$ cat src/hw/routerPkg.sv
package routerPkg;

  localparam int NumPorts = 5;

  //////////////////// flit types.
  typedef logic [2:0] flitKindT;
  typedef logic [15:0] flitDataT;
  typedef logic [11:0] pktLenT;
  typedef logic [2:0] portIdT;

  localparam flitKindT HeadKind = 3'd1; // any other kind is a body flit.

  typedef struct packed {
    flitKindT kind;
    flitDataT data; // head flit carries length in bits 11:0.
  } flitT;

  typedef struct packed {
    portIdT port;
    flitT flit;
  } outFlitT;

  typedef enum logic [2:0] {
    idle   = 3'd0,
    grantL = 3'd1,
    grantN = 3'd2,
    grantE = 3'd3,
    grantW = 3'd4,
    grantS = 3'd5
  } grantStateT;

  //////////////////// register map.
  typedef logic [7:0] axiAddrT;
  typedef logic [31:0] axiDataT;

  localparam axiAddrT RegCtrl   = 8'h00;
  localparam axiAddrT RegCountL = 8'h04;
  localparam axiAddrT RegCountN = 8'h08;
  localparam axiAddrT RegCountE = 8'h0C;
  localparam axiAddrT RegCountW = 8'h10;
  localparam axiAddrT RegCountS = 8'h14;

endpackage

$ cat src/hw/flitQueue.sv
`timescale 1ns/1ps

module flitQueue #(
  parameter int FifoDepth = 4
) (
  input  logic            clk,
  input  logic            rst,
  input  routerPkg::flitT inFlit,
  input  logic            inValid,
  output logic            inReady,
  output routerPkg::flitT headFlit,
  output logic            notEmpty,
  input  logic            pop
);

  localparam int PtrWidth = (FifoDepth > 1) ? $clog2(FifoDepth) : 1;
  localparam int CntWidth = $clog2(FifoDepth + 1);

  routerPkg::flitT mem [FifoDepth];
  logic [PtrWidth-1:0] rdPtr;
  logic [PtrWidth-1:0] wrPtr;
  logic [CntWidth-1:0] used;
  logic full;
  logic push;
  logic doPop;

  function automatic logic [PtrWidth-1:0] nextPtr(input logic [PtrWidth-1:0] ptr);
    if (ptr == PtrWidth'(FifoDepth - 1))
      return '0;
    return ptr + 1'b1;
  endfunction

  assign full = (used == CntWidth'(FifoDepth));
  assign notEmpty = (used != '0);
  assign doPop = pop && notEmpty;
  assign inReady = !full || doPop; // a full queue still takes a flit while popping.
  assign push = inValid && inReady;
  assign headFlit = mem[rdPtr];

  always_ff @(posedge clk)
  begin
    if (push)
      mem[wrPtr] <= inFlit;
  end

  always_ff @(posedge clk)
  begin
    if (rst)
    begin
      rdPtr <= '0;
      wrPtr <= '0;
      used <= '0;
    end
    else
    begin
      if (push)
        wrPtr <= nextPtr(wrPtr);
      if (doPop)
        rdPtr <= nextPtr(rdPtr);
      case ({push, doPop})
        2'b10:   used <= used + 1'b1;
        2'b01:   used <= used - 1'b1;
        default: used <= used; // both or neither.
      endcase
    end
  end

endmodule

$ cat src/hw/packetTimer.sv
`timescale 1ns/1ps

module packetTimer (
  input  logic              clk,
  input  logic              rst,
  input  logic              load,
  input  routerPkg::pktLenT loadLen,
  input  logic              advance,
  input  logic              clear,
  output logic              expired
);

  routerPkg::pktLenT lenQ;
  routerPkg::pktLenT count; // flits sent of the current packet.

  always_ff @(posedge clk)
  begin
    if (rst)
    begin
      lenQ <= '0;
      count <= '0;
    end
    else if (clear)
      count <= '0;
    else if (load)
    begin
      lenQ <= loadLen;
      count <= routerPkg::pktLenT'(1); // head counts as one.
    end
    else if (advance)
      count <= count + 1'b1;
  end

  // idle count never expires.
  assign expired = (count != '0) && (count == lenQ);

endmodule

$ cat src/hw/switchAllocator.sv
`timescale 1ns/1ps

module switchAllocator (
  input  logic                              clk,
  input  logic                              rst,
  input  logic [routerPkg::NumPorts-1:0]    request,
  input  routerPkg::flitT                   headFlit [routerPkg::NumPorts],
  output logic [routerPkg::NumPorts-1:0]    pop,
  input  logic                              enable,
  input  logic [routerPkg::NumPorts-1:0]    portMask,
  output routerPkg::outFlitT                outFlit,
  output logic                              outValid,
  input  logic                              outReady,
  output logic                              forwardPulse,
  output routerPkg::portIdT                 forwardPort
);

  localparam int NumPorts = routerPkg::NumPorts;

  routerPkg::grantStateT state;
  routerPkg::grantStateT nextState;
  logic [NumPorts-1:0] active;
  logic [NumPorts-1:0] granted;
  logic [NumPorts-1:0] hold;
  logic [NumPorts-1:0] expired;
  logic [NumPorts-1:0] isHead;
  routerPkg::portIdT curPort;
  routerPkg::flitT selFlit;
  logic outFree;

  assign active = request & portMask & {NumPorts{enable}}; // masked requests.
  assign outFree = !outValid || outReady;
  assign curPort = routerPkg::portIdT'(state - 1'b1);

  //////////////////// per port.
  for (genvar i = 0; i < NumPorts; i++)
  begin : gPort
    assign granted[i] = (state == routerPkg::grantStateT'(3'(i + 1)));
    assign hold[i] = active[i] && !expired[i];
    assign pop[i] = granted[i] && hold[i] && outFree;
    assign isHead[i] = (headFlit[i].kind == routerPkg::HeadKind);

    packetTimer timer_i (
      .clk     (clk),
      .rst     (rst),
      .load    (pop[i] && isHead[i]),
      .loadLen (headFlit[i].data[11:0]),
      .advance (pop[i] && !isHead[i]),
      .clear   (granted[i] && !hold[i]), // grant is leaving this port.
      .expired (expired[i])
    );
  end

  //////////////////// grant FSM.
  always_comb
  begin : nextStateLogic
    int base;
    int idx;
    logic found;
    nextState = routerPkg::idle;
    found = 1'b0;
    idx = 0;
    // search starts after the current port. from idle, at L.
    base = (state == routerPkg::idle) ? NumPorts - 1 : int'(curPort);
    if (|(granted & hold))
      nextState = state;
    else
    begin
      for (int k = 1; k <= NumPorts; k++)
      begin
        idx = (base + k) % NumPorts;
        if (!found && active[idx])
        begin
          nextState = routerPkg::grantStateT'(3'(idx + 1));
          found = 1'b1;
        end
      end
    end
  end

  always_ff @(posedge clk)
  begin
    if (rst)
    begin
      state <= routerPkg::idle;
      outValid <= 1'b0;
    end
    else
    begin
      state <= nextState;
      if (|pop)
        outValid <= 1'b1;
      else if (outReady)
        outValid <= 1'b0;
    end
  end

  //////////////////// output mux.
  always_comb
  begin
    selFlit = '0;
    for (int i = 0; i < NumPorts; i++)
    begin
      if (granted[i])
        selFlit = headFlit[i];
    end
  end

  always_ff @(posedge clk)
  begin
    if (|pop)
    begin
      outFlit.port <= curPort;
      outFlit.flit <= selFlit;
    end
  end

  assign forwardPulse = |pop;
  assign forwardPort = curPort; // valid only with forwardPulse.

endmodule

$ cat src/hw/routerRegs.sv
`timescale 1ns/1ps

module routerRegs #(
  parameter int CountWidth = 32
) (
  input  logic                           clk,
  input  logic                           rst,
  input  routerPkg::axiAddrT             awaddr,
  input  logic                           awvalid,
  output logic                           awready,
  input  routerPkg::axiDataT             wdata,
  input  logic [3:0]                     wstrb,
  input  logic                           wvalid,
  output logic                           wready,
  output logic [1:0]                     bresp,
  output logic                           bvalid,
  input  logic                           bready,
  input  routerPkg::axiAddrT             araddr,
  input  logic                           arvalid,
  output logic                           arready,
  output routerPkg::axiDataT             rdata,
  output logic [1:0]                     rresp,
  output logic                           rvalid,
  input  logic                           rready,
  output logic                           enable,
  output logic [routerPkg::NumPorts-1:0] portMask,
  input  logic                           forwardPulse,
  input  routerPkg::portIdT              forwardPort
);

  localparam int NumPorts = routerPkg::NumPorts;

  logic wrFire;
  logic rdFire;
  logic [NumPorts-1:0] clearCount;
  logic [CountWidth-1:0] count [NumPorts];
  routerPkg::axiDataT readValue;

  assign wrFire = awready && awvalid && wvalid;
  assign rdFire = arready && arvalid;
  assign bresp = 2'b00; // always OKAY.
  assign rresp = 2'b00;

  //////////////////// write channel.
  always_ff @(posedge clk)
  begin
    if (rst)
    begin
      awready <= 1'b0;
      wready <= 1'b0;
      bvalid <= 1'b0;
    end
    else
    begin
      awready <= 1'b0;
      wready <= 1'b0;
      if (awvalid && wvalid && !awready && !bvalid)
      begin
        awready <= 1'b1; // one cycle, both together.
        wready <= 1'b1;
      end
      if (wrFire)
        bvalid <= 1'b1;
      else if (bready)
        bvalid <= 1'b0;
    end
  end

  always_ff @(posedge clk)
  begin
    if (rst)
    begin
      enable <= 1'b0;
      portMask <= '1;
    end
    else if (wrFire && awaddr == routerPkg::RegCtrl && wstrb[0])
    begin
      enable <= wdata[0];
      portMask <= wdata[NumPorts:1];
    end
  end

  always_comb
  begin
    clearCount = '0;
    if (wrFire)
    begin
      case (awaddr)
        routerPkg::RegCountL: clearCount[0] = 1'b1;
        routerPkg::RegCountN: clearCount[1] = 1'b1;
        routerPkg::RegCountE: clearCount[2] = 1'b1;
        routerPkg::RegCountW: clearCount[3] = 1'b1;
        routerPkg::RegCountS: clearCount[4] = 1'b1;
        default: clearCount = '0;
      endcase
    end
  end

  //////////////////// flit counters.
  for (genvar i = 0; i < NumPorts; i++)
  begin : gCount
    always_ff @(posedge clk)
    begin
      if (rst || clearCount[i])
        count[i] <= '0; // clear beats increment.
      else if (forwardPulse && forwardPort == routerPkg::portIdT'(i))
        count[i] <= count[i] + 1'b1;
    end
  end

  //////////////////// read channel.
  always_comb
  begin
    case (araddr)
      routerPkg::RegCtrl:   readValue = routerPkg::axiDataT'({portMask, enable});
      routerPkg::RegCountL: readValue = routerPkg::axiDataT'(count[0]);
      routerPkg::RegCountN: readValue = routerPkg::axiDataT'(count[1]);
      routerPkg::RegCountE: readValue = routerPkg::axiDataT'(count[2]);
      routerPkg::RegCountW: readValue = routerPkg::axiDataT'(count[3]);
      routerPkg::RegCountS: readValue = routerPkg::axiDataT'(count[4]);
      default:              readValue = '0;
    endcase
  end

  always_ff @(posedge clk)
  begin
    if (rst)
    begin
      arready <= 1'b0;
      rvalid <= 1'b0;
    end
    else
    begin
      arready <= 1'b0;
      if (arvalid && !arready && !rvalid)
        arready <= 1'b1;
      if (rdFire)
        rvalid <= 1'b1;
      else if (rready)
        rvalid <= 1'b0;
    end
  end

  always_ff @(posedge clk)
  begin
    if (rdFire)
      rdata <= readValue;
  end

endmodule

$ cat src/hw/nocRouter.sv
`timescale 1ns/1ps

module nocRouter #(
  parameter int FifoDepth  = 4,
  parameter int CountWidth = 32
) (
  input  logic                           clk,
  input  logic                           rst,
  input  routerPkg::flitT                inFlit [routerPkg::NumPorts],
  input  logic [routerPkg::NumPorts-1:0] inValid,
  output logic [routerPkg::NumPorts-1:0] inReady,
  output routerPkg::outFlitT             outFlit,
  output logic                           outValid,
  input  logic                           outReady,
  input  routerPkg::axiAddrT             awaddr,
  input  logic                           awvalid,
  output logic                           awready,
  input  routerPkg::axiDataT             wdata,
  input  logic [3:0]                     wstrb,
  input  logic                           wvalid,
  output logic                           wready,
  output logic [1:0]                     bresp,
  output logic                           bvalid,
  input  logic                           bready,
  input  routerPkg::axiAddrT             araddr,
  input  logic                           arvalid,
  output logic                           arready,
  output routerPkg::axiDataT             rdata,
  output logic [1:0]                     rresp,
  output logic                           rvalid,
  input  logic                           rready
);

  logic [routerPkg::NumPorts-1:0] notEmpty;
  logic [routerPkg::NumPorts-1:0] pop;
  routerPkg::flitT headFlit [routerPkg::NumPorts];
  logic enable;
  logic [routerPkg::NumPorts-1:0] portMask;
  logic forwardPulse;
  routerPkg::portIdT forwardPort;

  // one input queue per port.
  for (genvar i = 0; i < routerPkg::NumPorts; i++)
  begin : gQueue
    flitQueue #(.FifoDepth(FifoDepth)) queue_i (
      .clk      (clk),
      .rst      (rst),
      .inFlit   (inFlit[i]),
      .inValid  (inValid[i]),
      .inReady  (inReady[i]),
      .headFlit (headFlit[i]),
      .notEmpty (notEmpty[i]),
      .pop      (pop[i])
    );
  end

  switchAllocator allocator_i (
    .clk, .rst, .request(notEmpty), .headFlit, .pop, .enable, .portMask,
    .outFlit, .outValid, .outReady, .forwardPulse, .forwardPort
  );

  routerRegs #(.CountWidth(CountWidth)) regs_i (
    .clk, .rst, .awaddr, .awvalid, .awready, .wdata, .wstrb, .wvalid, .wready,
    .bresp, .bvalid, .bready, .araddr, .arvalid, .arready, .rdata, .rresp,
    .rvalid, .rready, .enable, .portMask, .forwardPulse, .forwardPort
  );

endmodule

$ cat config.mk
export PLATFORM = sky130hd
export DESIGN_NAME = nocRouter
export DESIGN_NICKNAME = d
export VERILOG_FILES = /design/src/hw/routerPkg.sv /design/src/hw/flitQueue.sv /design/src/hw/packetTimer.sv /design/src/hw/switchAllocator.sv /design/src/hw/routerRegs.sv /design/src/hw/nocRouter.sv
export SDC_FILE = /design/constraint.sdc
export NUM_CORES = 1
export LEC_CHECK = 0
export ABC_CLOCK_PERIOD_IN_PS = 12000
export BUFFER_PORTS_ARGS = -buffer_cell sky130_fd_sc_hd__buf_2
export CAP_MARGIN = 20
export CORE_UTILIZATION = 40
export CTS_BUF_LIST = sky130_fd_sc_hd__clkbuf_16
export DETAILED_ROUTE_END_ITERATION = 10
export PLACE_DENSITY = 0.66
export SYNTH_ARGS = -nofsm -noshare
export SYNTH_HDL_FRONTEND = slang
export SYNTH_SLANG_ARGS = --single-unit
$ cat constraint.sdc
create_clock -name clk -period 12 [get_ports clk]
set_clock_uncertainty 0.15 [all_clocks]
set_input_delay 1.2 -clock clk [delete_from_list [all_inputs] [get_ports clk]]
set_output_delay 1.2 -clock clk [all_outputs]
set_load 0.01 [all_outputs]
# After elaboration in Yosys (flattened, before gate mapping)

Memory sizes are Yosys's and may differ from the RTL's. A register that Yosys moved wholly into a read port is not among the register bits.
Index checks and enable logic that the tools add are counted.

$add $sub $neg: 41
Div/mod/pow operators: 5
Magnitude comparators: 5
Equal/unequal tests: 54
Multiplexer cells: 164
Bitwise logic cells: 13
Reduce and logical (&&, ||, !) cells: 148

Operators with widths:

| operator                                            | number |
|---|---|
| one-hot mux 32 bit (6 select lines)                 | 1 |
| adder 32 x 1 -> 32 bit, second input constant       | 5 |
| < comparator 32 x 5 -> 1 bit, second input constant | 5 |
| modulo 32 x 4 -> 32 bit, second input constant      | 5 |
| 2-to-1 mux 32 bit                                   | 5 |
| 2-to-1 mux 1 bit                                    | 106 |
| 2-to-1 mux 19 bit                                   | 5 |
| adder 32 x 3 -> 32 bit, second input constant       | 2 |
| adder 32 x 4 -> 32 bit, second input constant       | 2 |
| logical AND 1 bit                                   | 64 |
| adder 12 x 1 -> 12 bit, second input constant       | 5 |
| == test 12 bit                                      | 5 |
| 2-to-1 mux 2 bit                                    | 30 |
| nonzero test 12 bit                                 | 5 |
| adder 32 x 2 -> 32 bit, second input constant       | 1 |
| == test 8 x 4 -> 1 bit, second input constant       | 4 |
| == test 8 x 5 -> 1 bit, second input constant       | 4 |
| == test 2 bit, second input constant                | 15 |
| one-hot mux 3 bit (2 select lines)                  | 5 |
| logical NOT 1 bit                                   | 29 |
| nonzero test 2 bit                                  | 13 |
| == test 3 bit, second input constant                | 8 |
| == test 3 x 1 -> 1 bit, second input constant       | 7 |
| adder 2 x 1 -> 2 bit, second input constant         | 10 |
| 20 further kinds                                    | 89 |

Flip-flop bits (word level): 223
Memory bits (writable): 540
Bits of input ports: 160
Output and inout bits: 69
Word-level logic and storage cells: 478
Memories kept: 6

Memories:

| name                  | depth | width | read ports | clocked after memory_dff | write ports | RTL line         | source |
|---|---|---|---|---|---|---|---|
| regs_i.count          | 5     | 32    | 5          | 0                        | 5           | routerRegs.sv:36 | `logic [CountWidth-1:0] count [NumPorts];` |
| gQueue[0].queue_i.mem | 4     | 19    | 1          | 1                        | 1           | flitQueue.sv:19  | `routerPkg::flitT mem [FifoDepth];` |
| gQueue[1].queue_i.mem | 4     | 19    | 1          | 1                        | 1           | flitQueue.sv:19  |  |
| gQueue[2].queue_i.mem | 4     | 19    | 1          | 1                        | 1           | flitQueue.sv:19  |  |
| gQueue[3].queue_i.mem | 4     | 19    | 1          | 1                        | 1           | flitQueue.sv:19  |  |
| gQueue[4].queue_i.mem | 4     | 19    | 1          | 1                        | 1           | flitQueue.sv:19  |  |

# Logic depth before layout (Yosys ltp)

Word-level depth: 24
Gate-level depth with buffers: 23
Gate-level depth less buffers: 21

# By module

A second synthesis with hierarchy kept.

Cell total of the unflattened synthesis: 3,108
Area total of the unflattened synthesis: 37,847.5 µm²

Modules (own cells, without submodules):

| module                            | instances | cells each | area each (µm²) | seq. area each (µm²) |
|---|---|---|---|---|
| flitQueue (gQueue[0].queue_i ...) | 4         | 163        | 3,303.2         | 2,462.4 |
| routerRegs                        | 1         | 1,118      | 11,790.1        | 5,965.7 |
| packetTimer                       | 5         | 142        | 1,174.9         | 480.5 |
| switchAllocator                   | 1         | 465        | 3,664.8         | 740.7 |
| flitQueue (gQueue[4].queue_i)     | 1         | 163        | 3,305.7         | 2,462.4 |

# Least setup slack after synthesis

No wires, ideal clock.

Kind: register to register
Start: reg allocator_i.state[0]
End: reg allocator_i.state[2]
Data arrival time: 4,474 ps
Data required time: 11,733 ps
Slack: 7,258 ps
Stages on the path, launching flop included: 23
Path through: dfxtp_1 inv_1 ha_1 ha_1 or2_4 clkinv_1 buf_2 ha_1 xnor2_1 ha_1 nor2_1 a22oi_1 xnor2_1 ha_1 inv_1 a221o_1 and2_0 clkbuf_1 o41ai_1 a41o_1 nand3_2 nor3b_1 a32o_1

Longest elaborated chain between the ends: 24
Elaborated cells between the ends (all ways): 61
Those cells by class: add/sub (11); div (5); eq/ne (5); mux (29); bitwise (1); reduce/logical (10)

Ends and longest elaborated chain:

| what                                                 | RTL line              | source |
|---|---|---|
| start: declaration                                   | switchAllocator.sv:20 | `routerPkg::grantStateT state;` |
| start signal: assignment                             | switchAllocator.sv:85 | `state <= routerPkg::idle;` |
| start signal: assignment                             | switchAllocator.sv:90 | `state <= nextState;` |
| subtractor 3 x 1 -> 3 bit *                          | switchAllocator.sv:33 | `assign curPort = routerPkg::portIdT'(state - 1'b1);` |
| via allocator_i.forwardPort[0]                       | switchAllocator.sv:15 | `output routerPkg::portIdT forwardPort` |
| 2-to-1 mux 3 bit *                                   | switchAllocator.sv:64 | `base = (state == routerPkg::idle) ? NumPorts - 1 : int'(curPort);` |
| adder 32 x 2 -> 32 bit                               | switchAllocator.sv:71 | `idx = (base + k) % NumPorts;` |
| modulo 32 x 4 -> 32 bit                              | switchAllocator.sv:71 |  |
| binary-select mux 1 bit (select 3 bit)               | switchAllocator.sv:72 | `if (!found && active[idx])` |
| 2-to-1 mux 1 bit (implied by the code) (2 in series) | switchAllocator.sv:72 |  |
| 2-to-1 mux 1 bit                                     | switchAllocator.sv:72 |  |
| [8 not listed]                                       | --                    |  |
| 2-to-1 mux 1 bit                                     | switchAllocator.sv:65 | `if (\|(granted & hold))` |
| logical NOT 1 bit                                    | switchAllocator.sv:72 |  |
| logical AND 1 bit                                    | switchAllocator.sv:72 |  |
| 2-to-1 mux 1 bit                                     | switchAllocator.sv:72 |  |
| 2-to-1 mux 1 bit                                     | switchAllocator.sv:65 |  |
| logical NOT 1 bit                                    | switchAllocator.sv:72 |  |
| logical AND 1 bit                                    | switchAllocator.sv:72 |  |
| 2-to-1 mux 3 bit *                                   | switchAllocator.sv:72 |  |

Mark *: on every way through the listed nets, which the timed path passes. The rest lies on a longest branch. The select of a mux whose other input is x is not followed.
A chain may end at the register's enable or synchronous reset.

# Worst setup path after layout

Ends and elaborated chain as after synthesis.

==> impl_metrics.csv <==
group,metric,value,unit
drt,via_per_inst,5.41,
clock_tree,cts_tree,"yes",
global_routing,gr-total-overflow,0,
die,die_h,300,um
logic_synthesis,synth_cell_types,91,
sta,fin_crit,5800,ps
die,pin_count,229,
power_and_ir_drop,finalPower,7.21,mW
run,maxCapViolCount,0,
die,row_count,108,
setup_path,crit_fanout,16,
global_routing,grt_pass1_vias,21963,
logic_synthesis,yosysSeqAreaShare,60.3,%
power_and_ir_drop,power_density,178,nW/um^2
layout,drive_above_1_share,16.6,%
logic_synthesis,yosys.area.top_type,"edfxtp_1",
place,portBuffers,195,
hold_path,min_path_cells,1,
logic_synthesis,ys.flop_type,"edfxtp_1",
sta,worst_pin_slew,1090,ps
place,gp_congestion,0.883,
clock_tree,clk_pin_slew,60,ps
setup_path,crit_path_start_kind,"flop",
power_and_ir_drop,p_leak,14.5,nW
place,dpl-instance-area,37600,sq um
sta,slew_viol_final,0,
hold_path,hold_path.class,"reg -> reg",
layout,final_nets,3203,
logic_synthesis,synth_most_common_cell,"edfxtp_1",
logic_synthesis,synth.top_cell.area_share,50.2,%
logic_synthesis,syn_area,35500,sq um
die,dieArea,90000,sq um
clock_tree,cts_setup_buffers,0,
global_routing,grt.total_usage,18.4,%
drt,drt_pass1_iterations,6,
clock_tree,clockRootBuffer,"clkbuf_16",
setup_path,crit_arrival,6170,ps
logic_synthesis,synthTopCellsByArea,"edfxtp_1, dfxtp_1, mux4_2",
clock_tree,clk_latency,660,ps
die,core-area,87300,sq um
logic_synthesis,synth_edf_count,594,
global_routing,grt_max_degree,79,
setup_path,r2r_cells,20,
power_and_ir_drop,ir_drop,0.162,mV
place,place_hpwl,57500,um
sta,rsz0062_at_grt,"false",
clock_tree,cts_resized,0,
global_routing,grt_pass1_wl,129000,um
drt,vias,22705,
logic_synthesis,synth-async-reset-ratio,0,%
sta,hold_ws,283,ps
setup_path,required,12370,ps
drt,final_antenna_net_count,0,
clock_tree,holdBufCountCts,0,
die,die_x,300,um
drt,finalWirelength,83800,um
clock_tree,cts_inserted_buffers,83,
sta,slew_headroom,27.2,%
drt,drc,0,
logic_synthesis,synth_cells,2768,
clock_tree,cts_buffer_depth,3,
run_status,status,"finished, final reports clean",
sta,finalSetupTns,0,ps
sta,report.final.setup_viol,0,
logic_synthesis,ys_ff_latch,773,
logic_synthesis,synth_commonest_cells,"edfxtp_1, nor2_1, nand2_1",
sta,final_hold_viol_count,0,
die,initial_core_util,40.7,%
logic_synthesis,yosys_warnings,0,
global_routing,grt_antenna_before_repair,13,
setup_path,worstSetupEndpointType,"flop",
layout,area_growth,14.1,%
clock_tree,cts.sinks,773,
layout,post-route-cell-area,40500,sq um
setup_path,critical_path_class,"reg -> reg",
sta,finalCritPeriodShare,48.3,%
clock_tree,h-tree-depth,3,
drt,wire_per_inst,20.0,um
logic_synthesis,syn_area_per_cell,12.8,sq um
sta,max_freq,0.172,GHz
drt,drt_iter0_markers,2122,
cell families after synthesis:
family / after synthesis / synth area share [%]
compound gates: 294 / 6.15
xor+xnor: 264 / 6.57
fa+ha+maj: 78 / 2.85
buf+inv: 208 / 2.52
flops: 773 / 60.3
mux: 187 / 8.70
other cells: 1 / 0.0106
simple gates: 963 / 12.9
per-stage QoR:
step	utilization [%]	cells	setup slack [ps]
2_1_floorplan	-	2771	7260
3_3_place_gp	43.1	4031	6380
3_5_place_dp	43.1	4031	6300
4_1_cts	46.3	4186	6270
5_1_grt	46.4	4193	5780
6_report	46.4	4194	6200
cell usage in the layout, fill, tap and decap left out, types with 48 or more instances in the layout:
cell	netlist	final
edfxtp_1	594	594
nor2_1	380	379
buf_2	41	194
nand2_1	188	186
dfxtp_1	179	179
xor2_1	161	161
xnor2_1	100	100
mux4_2	96	96
inv_1	76	92
nand3_1	87	87
mux2i_1	87	87
clkbuf_16	0	85
a21oi_1	75	75
ha_1	73	73
and3_1	67	67
nand4_1	48	48
nor3_1	48	48
registers in the layout (all words and copies together), names as in the netlist, 3 cells and up, named ones only:
| register | count |
|---|---|
| gQueue.queue_i.mem | 380 |
| regs_i.count | 160 |
| allocator_i.gPort.timer_i.count | 60 |
| allocator_i.gPort.timer_i.lenQ | 60 |
| regs_i.rdata | 32 |
| allocator_i.outFlit | 22 |
| gQueue.queue_i.used | 15 |
| gQueue.queue_i.rdPtr | 10 |
| gQueue.queue_i.wrPtr | 10 |
| regs_i.portMask | 5 |
| allocator_i.state | 3 |
power breakdown:
part | leakage [nW] | internal [mW] | switching (mW)
logic | 5.94 | 0.639 | 0.981
registers | 7.11 | 2.98 | 0.0502
clock network | 1.41 | 1.46 | 1.09
layer usage:
metal  wire length, um  track usage (%)  up-vias
met5                86                0        -
met4              2820             6.43       14
met2             39900             30.1      634
met1             35900             24.5    11184
li1                  -                -    10703
met3              5040             3.53      170
final cells by class:
class                      instances  area, sq um
antenna                            4         10.0
clock buffer                      84         2100
clock inverter                    71          658
tap                             1155         1450
fill                            7753        46800
multi-input combinational       1790        13200
sequential                       773        21400
inverter                          81          304
timing repair buffer             236         1350
final timing paths:
path	from	endpoint	slack [ps]
max	allocator_i.state[0]$_SDFFE_PP0N_	allocator_i.state[2]$_SDFFE_PP0N_	6200
min	regs_i.arready$_SDFF_PP0_	regs_i.arready$_SDFF_PP0_	280
min reg2reg	regs_i.arready$_SDFF_PP0_	regs_i.arready$_SDFF_PP0_	280
max reg2reg	allocator_i.state[0]$_SDFFE_PP0N_	allocator_i.state[2]$_SDFFE_PP0N_	6200
worst max-delay path, stage by stage (launching register included):
cell and delay, ps:
dfxtp_1 400, inv_1 190, ha_1 260, ha_1 290, or2_4 310, clkinv_1 510
ha_1 460, xnor2_1 360, ha_1 310, nor2_1 70, a22oi_1 190, xnor2_1 290
ha_1 250, inv_1 40, a221o_1 330, and2_0 270, o41ai_1 330, a41o_1 160
nand3_2 100, nor3b_1 170, a32o_1 240
No activity file was read; power rests on OpenSTA's default activity.
